===== src/hdl/ctrl_pkg.sv =====
`default_nettype none

package ctrl_pkg;

   // Major opcodes
   localparam logic [6:0] op_reg    = 7'b0110011;
   localparam logic [6:0] op_imm    = 7'b0010011;
   localparam logic [6:0] op_load   = 7'b0000011;
   localparam logic [6:0] op_store  = 7'b0100011;
   localparam logic [6:0] op_lui    = 7'b0110111;
   localparam logic [6:0] op_auipc  = 7'b0010111;
   localparam logic [6:0] op_jal    = 7'b1101111;
   localparam logic [6:0] op_jalr   = 7'b1100111;
   localparam logic [6:0] op_branch = 7'b1100011;
   localparam logic [6:0] op_system = 7'b1110011;

   // ALU operation codes
   localparam logic [4:0] alu_add     = 5'd0;
   localparam logic [4:0] alu_sub     = 5'd1;
   localparam logic [4:0] alu_and     = 5'd2;
   localparam logic [4:0] alu_or      = 5'd3;
   localparam logic [4:0] alu_xor     = 5'd4;
   localparam logic [4:0] alu_sll     = 5'd5;
   localparam logic [4:0] alu_srl     = 5'd6;
   localparam logic [4:0] alu_sra     = 5'd7;
   localparam logic [4:0] alu_slt     = 5'd8;
   localparam logic [4:0] alu_sltu    = 5'd9;
   localparam logic [4:0] alu_lui     = 5'd10; // Passes imm << 12
   localparam logic [4:0] alu_mul     = 5'd11;
   localparam logic [4:0] alu_mulh    = 5'd12;
   localparam logic [4:0] alu_mulhsu  = 5'd13;
   localparam logic [4:0] alu_mulhu   = 5'd14;
   localparam logic [4:0] alu_invalid = 5'd31;

   // Write-back source
   localparam logic [1:0] wb_mem = 2'd0;
   localparam logic [1:0] wb_alu = 2'd1;
   localparam logic [1:0] wb_pc4 = 2'd2;
   localparam logic [1:0] wb_csr = 2'd3;

   // Divider modes
   localparam logic [1:0] div_div  = 2'd0;
   localparam logic [1:0] div_divu = 2'd1;
   localparam logic [1:0] div_rem  = 2'd2;
   localparam logic [1:0] div_remu = 2'd3;

   // CSR operations
   localparam logic [2:0] csr_nop = 3'd0;
   localparam logic [2:0] csr_rw  = 3'd1;
   localparam logic [2:0] csr_rs  = 3'd2;
   localparam logic [2:0] csr_rc  = 3'd3;
   localparam logic [2:0] csr_rwi = 3'd4;
   localparam logic [2:0] csr_rsi = 3'd5;
   localparam logic [2:0] csr_rci = 3'd6;

   localparam logic [6:0] f7_base   = 7'b0000000;
   localparam logic [6:0] f7_alt    = 7'b0100000; // SUB and SRA
   localparam logic [6:0] f7_muldiv = 7'b0000001;

   // funct12 of the privileged SYSTEM forms
   localparam logic [11:0] sys_ecall = 12'h000;
   localparam logic [11:0] sys_mret  = 12'h302;

   // One instruction word, register and immediate layouts
   typedef union packed {
      struct packed {
         logic [6:0] funct7;
         logic [4:0] rs2;
         logic [4:0] rs1;
         logic [2:0] funct3;
         logic [4:0] rd;
         logic [6:0] opcode;
      } r;
      struct packed {
         logic [11:0] imm12; // CSR address or funct12
         logic [4:0]  rs1;
         logic [2:0]  funct3;
         logic [4:0]  rd;
         logic [6:0]  opcode;
      } i;
   } instr_u;

endpackage

`default_nettype wire


===== src/hdl/alu_op_decode.sv =====
`default_nettype none
`timescale 1ns/1ns

module alu_op_decode #(
   parameter bit has_mul_div = 1'b1
) (
   input  logic [2:0] funct3,
   input  logic [6:0] funct7,
   input  logic       use_imm,
   output logic [4:0] alu_sel,
   output logic       is_div,
   output logic [1:0] div_mode
);
   import ctrl_pkg::*;

   always_comb begin
      alu_sel  = alu_invalid;
      is_div   = 1'b0;
      div_mode = div_div;
      if (use_imm) begin
         case (funct3)
            3'b000: alu_sel = alu_add;
            3'b001: alu_sel = alu_sll;
            3'b010: alu_sel = alu_slt;
            3'b011: alu_sel = alu_sltu;
            3'b100: alu_sel = alu_xor;
            3'b101: begin
               if (funct7 == f7_base) begin
                  alu_sel = alu_srl;
               end else if (funct7 == f7_alt) begin
                  alu_sel = alu_sra;
               end
            end
            3'b110: alu_sel = alu_or;
            default: alu_sel = alu_and;
         endcase
      end else if (funct7 == f7_base) begin
         case (funct3)
            3'b000: alu_sel = alu_add;
            3'b001: alu_sel = alu_sll;
            3'b010: alu_sel = alu_slt;
            3'b011: alu_sel = alu_sltu;
            3'b100: alu_sel = alu_xor;
            3'b101: alu_sel = alu_srl;
            3'b110: alu_sel = alu_or;
            default: alu_sel = alu_and;
         endcase
      end else if (funct7 == f7_alt) begin
         if (funct3 == 3'b000) begin
            alu_sel = alu_sub;
         end else if (funct3 == 3'b101) begin
            alu_sel = alu_sra;
         end
      end else if (funct7 == f7_muldiv && has_mul_div) begin
         // Upper half of funct3 goes to the divider
         case (funct3)
            3'b000: alu_sel = alu_mul;
            3'b001: alu_sel = alu_mulh;
            3'b010: alu_sel = alu_mulhsu;
            3'b011: alu_sel = alu_mulhu;
            3'b100: div_mode = div_div;
            3'b101: div_mode = div_divu;
            3'b110: div_mode = div_rem;
            default: div_mode = div_remu;
         endcase
         is_div = funct3[2];
      end
   end

endmodule

`default_nettype wire


===== src/hdl/system_decode.sv =====
`default_nettype none
`timescale 1ns/1ns

module system_decode (
   input  logic [2:0]  funct3,
   input  logic [11:0] imm12,
   input  logic [4:0]  rd,
   input  logic [4:0]  rs1,
   output logic        csr_we,
   output logic [11:0] csr_addr,
   output logic [2:0]  csr_op,
   output logic        rd_write,
   output logic [1:0]  wb_sel,
   output logic        trap_req,
   output logic        mret_exec,
   output logic        flush
);
   import ctrl_pkg::*;

   logic csr_form;
   logic write_form;

   always_comb begin
      case (funct3)
         3'b001: csr_op = csr_rw;
         3'b010: csr_op = csr_rs;
         3'b011: csr_op = csr_rc;
         3'b101: csr_op = csr_rwi;
         3'b110: csr_op = csr_rsi;
         3'b111: csr_op = csr_rci;
         default: csr_op = csr_nop; // ECALL/MRET and funct3 4
      endcase
   end

   assign csr_form   = (csr_op != csr_nop);
   assign write_form = (csr_op == csr_rw) || (csr_op == csr_rwi);

   always_comb begin
      csr_we    = 1'b0;
      csr_addr  = 12'd0;
      rd_write  = 1'b0;
      wb_sel    = wb_mem;
      trap_req  = 1'b0;
      mret_exec = 1'b0;
      flush     = 1'b0;
      if (csr_form) begin
         csr_addr = imm12;
         wb_sel   = wb_csr; // Old CSR value to rd
         csr_we   = write_form ? 1'b1 : (rs1 != 5'd0);
         rd_write = write_form ? (rd != 5'd0) : 1'b1;
      end else if (funct3 == 3'b000) begin
         if (imm12 == sys_ecall) begin
            trap_req = 1'b1;
            flush    = 1'b1;
         end else if (imm12 == sys_mret) begin
            mret_exec = 1'b1;
            flush     = 1'b1;
         end
      end
   end

endmodule

`default_nettype wire


===== src/hdl/control_unit.sv =====
`default_nettype none
`timescale 1ns/1ns

module control_unit #(
   parameter bit has_mul_div = 1'b1
) (
   input  logic             clk,
   input  logic             arst_n,
   input  logic             instr_valid,
   input  ctrl_pkg::instr_u instr,
   output logic             ctrl_valid,
   output logic             reg_wen,
   output logic             mem_write,
   output logic             mem_read,
   output logic             a_sel,
   output logic             b_sel,
   output logic [1:0]       wb_sel,
   output logic [4:0]       alu_sel,
   output logic             br_un,
   output logic             branch,
   output logic             is_jalr,
   output logic             flush,
   output logic             is_div,
   output logic [1:0]       div_mode,
   output logic             csr_we,
   output logic [11:0]      csr_addr,
   output logic [2:0]       csr_op,
   output logic             trap_req,
   output logic             mret_exec
);
   import ctrl_pkg::*;

   logic        use_imm;
   logic [4:0]  dec_alu_sel;
   logic        dec_is_div;
   logic [1:0]  dec_div_mode;
   logic        sys_csr_we;
   logic [11:0] sys_csr_addr;
   logic [2:0]  sys_csr_op;
   logic        sys_rd_write;
   logic [1:0]  sys_wb_sel;
   logic        sys_trap_req;
   logic        sys_mret_exec;
   logic        sys_flush;

   logic        reg_wen_d, mem_write_d, mem_read_d, a_sel_d, b_sel_d;
   logic        br_un_d, branch_d, is_jalr_d, flush_d, is_div_d;
   logic        csr_we_d, trap_req_d, mret_exec_d;
   logic [1:0]  wb_sel_d;
   logic [4:0]  alu_sel_d;
   logic [1:0]  div_mode_d;
   logic [11:0] csr_addr_d;
   logic [2:0]  csr_op_d;

   assign use_imm = (instr.r.opcode == op_imm);

   alu_op_decode #(
      .has_mul_div(has_mul_div)
   ) i_alu_op_decode (
      .funct3  (instr.r.funct3),
      .funct7  (instr.r.funct7),
      .use_imm (use_imm),
      .alu_sel (dec_alu_sel),
      .is_div  (dec_is_div),
      .div_mode(dec_div_mode)
   );

   system_decode i_system_decode (
      .funct3   (instr.i.funct3),
      .imm12    (instr.i.imm12),
      .rd       (instr.i.rd),
      .rs1      (instr.i.rs1),
      .csr_we   (sys_csr_we),
      .csr_addr (sys_csr_addr),
      .csr_op   (sys_csr_op),
      .rd_write (sys_rd_write),
      .wb_sel   (sys_wb_sel),
      .trap_req (sys_trap_req),
      .mret_exec(sys_mret_exec),
      .flush    (sys_flush)
   );

   always_comb begin
      reg_wen_d   = 1'b0;
      mem_write_d = 1'b0;
      mem_read_d  = 1'b0;
      a_sel_d     = 1'b0; // rs1
      b_sel_d     = 1'b0; // rs2
      wb_sel_d    = wb_mem;
      alu_sel_d   = alu_add; // Address sums by default
      br_un_d     = 1'b0;
      branch_d    = 1'b0;
      is_jalr_d   = 1'b0;
      flush_d     = 1'b0;
      is_div_d    = 1'b0;
      div_mode_d  = div_div;
      csr_we_d    = 1'b0;
      csr_addr_d  = 12'd0;
      csr_op_d    = csr_nop;
      trap_req_d  = 1'b0;
      mret_exec_d = 1'b0;
      case (instr.r.opcode)
         op_reg, op_imm: begin
            reg_wen_d  = 1'b1;
            b_sel_d    = use_imm;
            wb_sel_d   = wb_alu;
            alu_sel_d  = dec_alu_sel;
            is_div_d   = dec_is_div;
            div_mode_d = dec_div_mode;
         end
         op_load: begin
            reg_wen_d  = 1'b1;
            mem_read_d = 1'b1;
            b_sel_d    = 1'b1;
         end
         op_store: begin
            mem_write_d = 1'b1;
            b_sel_d     = 1'b1;
         end
         op_lui: begin
            reg_wen_d = 1'b1;
            b_sel_d   = 1'b1;
            wb_sel_d  = wb_alu;
            alu_sel_d = alu_lui;
         end
         op_auipc: begin
            reg_wen_d = 1'b1;
            a_sel_d   = 1'b1; // PC + imm
            b_sel_d   = 1'b1;
            wb_sel_d  = wb_alu;
         end
         op_jal: begin
            reg_wen_d = 1'b1;
            a_sel_d   = 1'b1;
            b_sel_d   = 1'b1;
            wb_sel_d  = wb_pc4;
            flush_d   = 1'b1; // Drop the fall-through fetch
         end
         op_jalr: begin
            reg_wen_d = 1'b1;
            b_sel_d   = 1'b1;
            wb_sel_d  = wb_pc4;
            is_jalr_d = 1'b1;
            flush_d   = 1'b1;
         end
         op_branch: begin
            branch_d = 1'b1;
            a_sel_d  = 1'b1;
            b_sel_d  = 1'b1;
            br_un_d  = instr.r.funct3[2] & instr.r.funct3[1]; // BLTU, BGEU
         end
         op_system: begin
            reg_wen_d   = sys_rd_write;
            wb_sel_d    = sys_wb_sel;
            alu_sel_d   = alu_invalid;
            flush_d     = sys_flush;
            csr_we_d    = sys_csr_we;
            csr_addr_d  = sys_csr_addr;
            csr_op_d    = sys_csr_op;
            trap_req_d  = sys_trap_req;
            mret_exec_d = sys_mret_exec;
         end
         default: alu_sel_d = alu_invalid;
      endcase
   end

   always_ff @(posedge clk or negedge arst_n) begin
      if (!arst_n) begin
         ctrl_valid <= 1'b0;
         reg_wen    <= 1'b0;
         mem_write  <= 1'b0;
         mem_read   <= 1'b0;
         a_sel      <= 1'b0;
         b_sel      <= 1'b0;
         wb_sel     <= 2'd0;
         alu_sel    <= 5'd0;
         br_un      <= 1'b0;
         branch     <= 1'b0;
         is_jalr    <= 1'b0;
         flush      <= 1'b0;
         is_div     <= 1'b0;
         div_mode   <= 2'd0;
         csr_we     <= 1'b0;
         csr_addr   <= 12'd0;
         csr_op     <= 3'd0;
         trap_req   <= 1'b0;
         mret_exec  <= 1'b0;
      end else begin
         ctrl_valid <= instr_valid;
         if (instr_valid) begin // Hold last set between strobes
            reg_wen   <= reg_wen_d;
            mem_write <= mem_write_d;
            mem_read  <= mem_read_d;
            a_sel     <= a_sel_d;
            b_sel     <= b_sel_d;
            wb_sel    <= wb_sel_d;
            alu_sel   <= alu_sel_d;
            br_un     <= br_un_d;
            branch    <= branch_d;
            is_jalr   <= is_jalr_d;
            flush     <= flush_d;
            is_div    <= is_div_d;
            div_mode  <= div_mode_d;
            csr_we    <= csr_we_d;
            csr_addr  <= csr_addr_d;
            csr_op    <= csr_op_d;
            trap_req  <= trap_req_d;
            mret_exec <= mret_exec_d;
         end
      end
   end

endmodule

`default_nettype wire


===== config.mk =====
export PLATFORM = sky130hd
export DESIGN_NAME = control_unit
export DESIGN_NICKNAME = d
export VERILOG_FILES = /design/src/hdl/ctrl_pkg.sv /design/src/hdl/alu_op_decode.sv /design/src/hdl/system_decode.sv /design/src/hdl/control_unit.sv
export SDC_FILE = /design/constraint.sdc
export NUM_CORES = 1
export LEC_CHECK = 0
export ABC_CLOCK_PERIOD_IN_PS = 800
export BUFFER_PORTS_ARGS = -buffer_cell sky130_fd_sc_hd__clkbuf_2
export CAP_MARGIN = 20
export CORE_MARGIN = 2
export CORE_UTILIZATION = 39
export CTS_CLUSTER_SIZE = 20
export DETAILED_ROUTE_END_ITERATION = 12
export GPL_ROUTABILITY_DRIVEN = 0
export PLACE_DENSITY = 0.67
export SLEW_MARGIN = 15
export SYNTH_ARGS = -nofsm -noshare
export SYNTH_HDL_FRONTEND = slang
export SYNTH_HIERARCHICAL = 1
export SYNTH_SLANG_ARGS = --single-unit

===== constraint.sdc =====
create_clock -name clk -period 0.8 [get_ports clk]
set_input_delay 0.08 -clock clk [delete_from_list [all_inputs] [get_ports clk]]
set_output_delay 0.08 -clock clk [all_outputs]
set_load 0.1 [all_outputs]

# Word-level counts from Yosys, hierarchy flattened
# Cells that the tools add are included.
[totals]
out_inout_bits = 38
n_memories = 0
register_bits = 38
input_bits = 35
latchBits = 0
ram_bits = 0
rom_bits = 0
[classes]
shifts = 0
eq_ne = 22
reduce_logical = 15
magnitude_cmp = 0
n_mux = 55
add_sub_neg = 0
multipliers = 0
n_div = 0
bitwise_logic = 1
[op_table]
columns = ["operator", "n"]
rows = [
  ["two-way mux 5 bit", 8],
  ["one-hot mux 5 bit (7 select lines)", 1],
  ["== test 7 x 6 -> 1 bit (second input constant)", 4],
  ["== test 7 bit (second input constant)", 4],
  ["two-way mux 1 bit", 28],
  ["one-hot mux 4 bit (7 select lines)", 1],
  ["two-way mux 12 bit", 2],
  ["one-hot mux 5 bit (4 select lines)", 1],
  ["one-hot mux 3 bit (6 select lines)", 1],
  ["== test 3 bit (second input constant)", 5],
  ["one-hot mux 5 bit (3 select lines)", 1],
  ["== test 7 x 5 -> 1 bit (second input constant)", 2],
  ["OR reduction 7 bit", 2],
  ["== test 12 x 10 -> 1 bit (second input constant)", 1],
  ["logical NOT 12 bit", 1],
  ["two-way mux 2 bit", 6],
  ["one-hot mux 2 bit (3 select lines)", 2],
  ["nonzero test 5 bit", 2],
  ["== test 7 x 1 -> 1 bit (second input constant)", 1],
  ["== test 7 x 2 -> 1 bit (second input constant)", 1],
  ["logical NOT 7 bit", 1],
  ["== test 3 x 1 -> 1 bit (second input constant)", 2],
  ["== test 3 x 2 -> 1 bit (second input constant)", 2],
  ["one-hot mux 1 bit (2 select lines)", 3],
  ["10 further kinds", 11],
]

# Logic depth before layout (Yosys ltp)
# Gate-level depths: netlist of the first run.
[logic_depth]
ltp_word = 8
mapped_depth = 7
ltp_nobuf = 7

# Hierarchy
# Netlist of the first run, hierarchy kept.
[by_module_without_submodules]
columns = ["mod", "cells_each", "seq_area_each_um2", "area_each_um2", "n_inst"]
rows = [
  ["control_unit", 179, 950.9, 1705.4, 1],
  ["alu_op_decode", 41, 0.0, 310.3, 1],
  ["system_decode", 37, 0.0, 230.2, 1],
]

# Worst setup path after synthesis of the first run
# OpenSTA, ideal clock, no wires.
[synth_timing]
path_kind = "input -> register"
start = "input instr[2] in the netlist's numbering"
end = "register alu_sel[2]"
path_stages = 7
path_buffers = 0
arrival_ns = 1.552
path_slack_ns = -0.881
t_required_ns = 0.671
setup_ns = 0.129
cell_sequence = "nand4bb_4 > nor3_1 > a31oi_1 > o21bai_1 > a221o_1 > nand2_1 > a21oi_1"
[synth_via]
elab_chain_cells = 3
elab_cells_between_ends = 13
[synth_rtl]
columns = ["element", "line", "rtl"]
rows = [
  ["start: declaration", "control_unit.sv:10", "input ctrl_pkg::instr_u instr,"],
  ["== test 7 x 5 -> 1 bit", "control_unit.sv:55", "assign use_imm = (instr.r.opcode == op_imm);"],
  ["named net use_imm", "control_unit.sv:33", "logic use_imm;"],
  ["two-way mux 5 bit", "alu_op_decode.sv:20", "if (use_imm) begin"],
  ["named net dec_alu_sel[2]", "control_unit.sv:34", "logic [4:0] dec_alu_sel;"],
  ["one-hot mux 5 bit (3 select lines)", "control_unit.sv:102", "case (instr.r.opcode)"],
  ["end signal: assignment", "control_unit.sv:197", "alu_sel <= alu_sel_d;"],
  ["end: declaration", "control_unit.sv:18", "output logic [4:0] alu_sel,"],
]
# The timed path passes the listed nets, and every way through them passes these cells.
# A chain may end at the register's enable or synchronous reset.

# Worst setup path in the final report of the first run
[layout_timing]
start = "input instr[6] in the netlist's numbering"
end = "register alu_sel[3]"
# The elaborated chain is that of the path after synthesis.

==> results.cfg, run 1 <==
[status]
outcome = finished, violations left
violations = negative setup slack

[synth]
ys_warn_count = 6
synth_seq_area_share_pct = 42.3
syn-cell-area_sq_um = 2250
synth-edff-count = 0
syn_avg_cell_area_sq_um = 8.74
yosysTopAreaCellShare_pct = 42.3
synth_seq_cells = 38
synthesis.nets = 292
synthTopCellsByArea = dfrtp_1, nand3_1, o21ai_0
ys.flop_type = dfrtp_1
synthArstFlopShare_pct = 100
synth_cell_type_count = 58
yosysTopAreaCell = dfrtp_1
synthCells = 257

[clocking]
cts_made_buffers = 5
clk_pin_slew_worst_paths_ns = 0.07
cts_tree = done
root_buffer = clkbuf_8
clockBufferDepth = 2
clk_latency_ns = 0.29
cts_htree_levels = 2
numClockSinks = 38

[sta]
fin_ws_ns = -0.509
rsz0062_at_grt = true
fmax_mhz = 764
worst_pin_slew_ns = 0.430
holdWs_ns = 0.151
hold_violations = 0
slew_viol_final = 0
setup_viol = 74
clock_skew_ns = 0
fin_crit_sh_pct = 164
post-route-min-period_ns = 1.31
relSlewSlack_pct = 71.2

[drt]
drt_first_pass_iters = 4
vias_per_cell = 5.36
detail-route-antenna-nets = 0
vias = 2487
drc = 0
avgRoutedWirePerCell_um = 17.1
drtIter0Drc = 189
postRouteWirelength_mm = 7.93

[min_path]
hp-class = in -> reg

[layout]
area_growth_pct = 96.4
nets = 427
stdcell_count = 464
final_util_pct = 79.6
num_antenna_cells = 0
drive_above_1_share_pct = 66.8
fill_cells = 322

[die]
core-area_sq_um = 5540
ioPinCount = 73
fp.dieW_um = 79.9
dieArea_sq_um = 6380
initial_core_util_pct = 40.5
die_y_um = 79.9
rows = 27

[power_and_ir_drop]
p_leak_nw = 1.80
ir_drop_mv = 0.883
powerDensity_nw_per_um2 = 1050

[global_route]
grt_pass1_wl_mm = 11.3
grt_max_degree = 40
grt_pass1_vias = 2437
grt_usage_pct = 22.6
grt_overflow = 0
antenna_found_initial = 0

[placement]
dpl.cell_count = 433
dpl.hpwl_mm = 4.82
numPortBuffers = 72

[setup_path]
endpoint_kind = register
critPathRequiredTime_ns = 0.96
cp.arrival_ns = 1.47
crit_type = in -> reg
cp-start-kind = input port
cp_max_fo = 5

[run]
cap_violations = 0
[registers in the layout, indices dropped and copies added, names as in the netlist, 2 cells and up]
| register | count |
|---|---|
| csr_op | 3 |
| alu_sel | 5 |
| div_mode | 2 |
| csr_addr | 12 |
| wb_sel | 2 |
[worst paths after layout]
check / slack (ns) / start / to / depth (start not counted)
setup / recovery: -0.51 / instr[6] / alu_sel[3] / 9
hold / removal: 0.15 / instr[23] / csr_addr[3] / 4
setup reg to reg: -0.17 / csr_addr[10] / csr_addr[10] / 4
hold reg to reg: 0.56 / csr_we / csr_we / 2
max in group asynchronous: 0.30 / arst_n / b_sel / 3
min in group asynchronous: 0.29 / arst_n / csr_op[0] / 3
[report_power, final]
| group | total, mW | internal (mW) | switching (mW) |
|---|---|---|---|
| clock network | 1.23 | 0.584 | 0.648 |
| logic | 1.36 | 0.572 | 0.787 |
| registers | 2.03 | 1.98 | 0.0513 |
| total | 4.62 | 3.13 | 1.49 |
[synth_stat cells, drive strengths merged, types with 2 or more instances]
library cell	instances
and2	4
mux2i	2
nor3	7
o21ai	25
nor4b	2
nor4	5
nand4	2
nor2	17
clkbuf	4
nand2	12
a211oi	2
and2b	10
a31oi	6
nor2b	6
dfrtp	38
buf	11
a221o	2
nand3	28
mux2	2
inv	30
a21oi	14
nand2b	2
a21boi	3
o31ai	4
[worst max-delay path, stage by stage]
cell      delay [ns]
clkbuf_2        0.11
nand2b_4        0.17
nor3_4          0.33
buf_4           0.18
buf_6           0.09
a21oi_1         0.04
a221o_2         0.32
nand2_2         0.07
a31oi_1         0.08
[cells by family after synthesis]
| family | count (synthesis) | share of synthesized area (%) |
|---|---|---|
| compound gates | 65 | 17.6 |
| simple gates | 105 | 29.0 |
| flops | 38 | 42.3 |
| buf+inv | 45 | 9.19 |
| mux | 4 | 1.89 |
[timing repair]
| item | CTS | global route |
|---|---|---|
| buffers inserted | 10 | 13 |
| hold buffers | 1 | 0 |
| endpoints found under the setup margin | 71 | 75 |
| pin swaps | 12 | 29 |
| cloned | 0 | 3 |
| endpoints found under the hold margin | 38 | 0 |
| gates resized for setup | 27 | 51 |
[metrics by stage]
| stage | setup TNS, ns | cell area [sq um] | power, mW | setup WS [ns] |
|---|---|---|---|---|
| global route | -23.77 | 4410 | 4.79 | -0.569 |
| finish | -21.17 | 4410 | 4.62 | -0.509 |
| detailed placement | -16.48 | 3780 | 3.22 | -0.727 |
| floorplan | -7.91 | 2480 | 2.66 | -0.577 |
| CTS | -13.65 | 4090 | 4.53 | -0.394 |
| global placement | -15.30 | 3780 | 3.21 | -0.661 |
[placed cells by master, fill, tap and decap left out, types with 5 or more instances in the layout]
master / synthesis / routed
a31oi_1: 6 / 5
buf_12: 0 / 41
inv_1: 30 / 27
dfrtp_4: 0 / 20
nand3_2: 0 / 19
clkbuf_8: 0 / 8
o21ai_2: 0 / 7
nor2_1: 15 / 12
a21oi_2: 0 / 8
nor2b_1: 6 / 5
buf_6: 3 / 17
and2b_1: 9 / 9
nand2_1: 12 / 10
nand3_1: 28 / 9
buf_4: 3 / 50
dfrtp_2: 0 / 17
a21oi_1: 14 / 6
clkbuf_2: 1 / 25
o21ai_1: 2 / 16
[cell type report]
cell class,count,area [sq um],area share [%]
clock buffer,5,68.8,1.56
tap,72,90.1,2.04
clock inverter,2,10.0,0.227
inverter,30,115,2.61
sequential,38,1050,23.7
multi-input combinational,174,1410,31.9
timing repair buffer,143,1670,37.9
[per-layer routing]
layer / track usage, % / routed length (um) / share of wire, %
met1: 27.8 / 3120 / 39
met2: 39.1 / 4140 / 52
met3: 3.96 / 399 / 5.0
met4: 9.15 / 267 / 3.4
met5: 0 / 0 / 0
No activity file was read; power rests on OpenSTA's default activity.
==> inputs of run 2 (changes only) <==
Settings changed: RECOVER_POWER set to 25.
==> results.cfg, run 2 (same netlist as run 1, synthesis figures left out) <==
[setup_path]
critPathRequiredTime_ns = 0.96
cp.arrival_ns = 1.47
cp-start-kind = input port
r2r-end = csr_addr[10]
r2r_start = csr_addr[10]
endpoint_kind = register
r2r_cells = 4
cp_max_fo = 5
r2r_slack_ns = -0.16
crit_type = in -> reg

[sta]
fin_ws_ns = -0.506
relSlewSlack_pct = 71.2
post-route-min-period_ns = 1.31
worst_pin_slew_ns = 0.430
fmax_mhz = 766
clock_skew_ns = 0
setup_viol = 74
rsz0062_at_grt = true
hold_violations = 0
slew_viol_final = 0
tns_ns = -21.22
fin_crit_sh_pct = 163

[die]
initial_core_util_pct = 40.5
die_y_um = 79.9
ioPinCount = 73
fp.dieW_um = 79.9
core-area_sq_um = 5540
rows = 27
dieArea_sq_um = 6380

[clocking]
cts_made_buffers = 5
clk_pin_slew_worst_paths_ns = 0.07
numClockSinks = 38
cts_tree = done
root_buffer = clkbuf_8
cts_htree_levels = 2
clockBufferDepth = 2
clk_latency_ns = 0.29

[power_and_ir_drop]
powerDensity_nw_per_um2 = 1050
ir_drop_mv = 0.883
power_mw = 4.61
p_leak_nw = 1.79

[layout]
layout_commonest_cell = buf_4
area_growth_pct = 96.0
reg_top3 = csr_addr: 12 flops, alu_sel: 5 flops, csr_op: 3 flops
fill_cells = 323
largest_reg_flops = 12
drive_above_1_share_pct = 66.6
final_cell_mix = buf_4, buf_12, inv_1, clkbuf_2, dfrtp_4
regArea_sq_um = 1050
num_antenna_cells = 0
multi_input_area_sq_um = 1410
largest_register = csr_addr
nets = 427

[status]
outcome = finished, violations left
violations = negative setup slack

[drt]
postRouteWirelength_mm = 7.92
drt_first_pass_iters = 4
vias_per_cell = 5.41
detail-route-antenna-nets = 0
drtIter0Drc = 189
drc = 0
avgRoutedWirePerCell_um = 17.1
vias = 2512

[global_route]
grt_max_degree = 40
grt_pass1_wl_mm = 11.3
grt_pass1_vias = 2437
antenna_found_initial = 0
grt_usage_pct = 22.6
grt_overflow = 0

[min_path]
holdPathEnd = csr_addr[3]
worstHoldStart = instr[23]
hp-class = in -> reg
holdPathStages = 4

[run]
cap_violations = 0

[placement]
dpl.hpwl_mm = 4.82
numPortBuffers = 72
run 2: stage by stage:
| stage | cells | instance area, sq um | hold slack (ns) | setup WS (ns) | util, % |
|---|---|---|---|---|---|
| final | 464 | 4400 | 0.151 | -0.506 | 79.4 |
| after global routing | 464 | 4400 | 0.174 | -0.569 | 79.4 |
| after CTS | 451 | 4090 | 0.121 | -0.394 | 73.8 |
| after detailed placement | 433 | 3780 | 0.0674 | -0.727 | 68.2 |
| after global placement | 433 | 3780 | 0.0653 | -0.661 | 68.2 |
| after floorplan | 257 | 2480 | -0.216 | -0.577 | - |
run 2: layer usage:
metal	vias to the layer above	part of all wire [%]	track usage, %	wire [um]
li1	1159	-	-	-
met4	0	3.8	9.15	298
met2	114	52	39.1	4090
met3	33	5.3	3.96	421
met1	1206	39	27.8	3110
met5	-	0	0	0
run 2: repair_timing:
| action | CTS | global route |
|---|---|---|
| pin swaps | 12 | 29 |
| buffers inserted | 10 | 13 |
| resized for setup | 27 | 51 |
| hold buffers | 1 | 0 |
| endpoints found under the hold margin | 38 | 0 |
| gates cloned | 0 | 3 |
| setup endpoints to repair | 71 | 75 |
run 2: report_power, final:
group	switching, mW	internal (mW)
registers	0.0514	1.98
logic	0.787	0.566
clock network	0.646	0.584
total	1.48	3.13
run 2: worst max-delay path: stages:
cell and delay [ns]:
clkbuf_2 0.12, nand2b_4 0.17, nor3_4 0.33, buf_4 0.18
buf_6 0.09, a21oi_1 0.04, a221o_2 0.31, nand2_2 0.06
a31oi_1 0.08
run 2: layout make-up:
cell class / count / area share, %
Clock buffer: 5 / 1.56
Clock inverter: 2 / 0.227
Inverter: 30 / 2.62
Multi-Input combinational cell: 174 / 32.0
Sequential cell: 38 / 23.8
Tap cell: 72 / 2.05
Timing Repair Buffer: 143 / 37.8
run 2: worst max path at each step:
stage	start	to	cells past startpoint
global route	instr[2]	alu_sel[3]	8
global placement	instr[3]	alu_sel[3]	8
finish	instr[6]	alu_sel[3]	9
detailed placement	instr[3]	alu_sel[3]	8
CTS	instr[8]	reg_wen	8
floorplan	instr[3]	alu_sel[2]	7
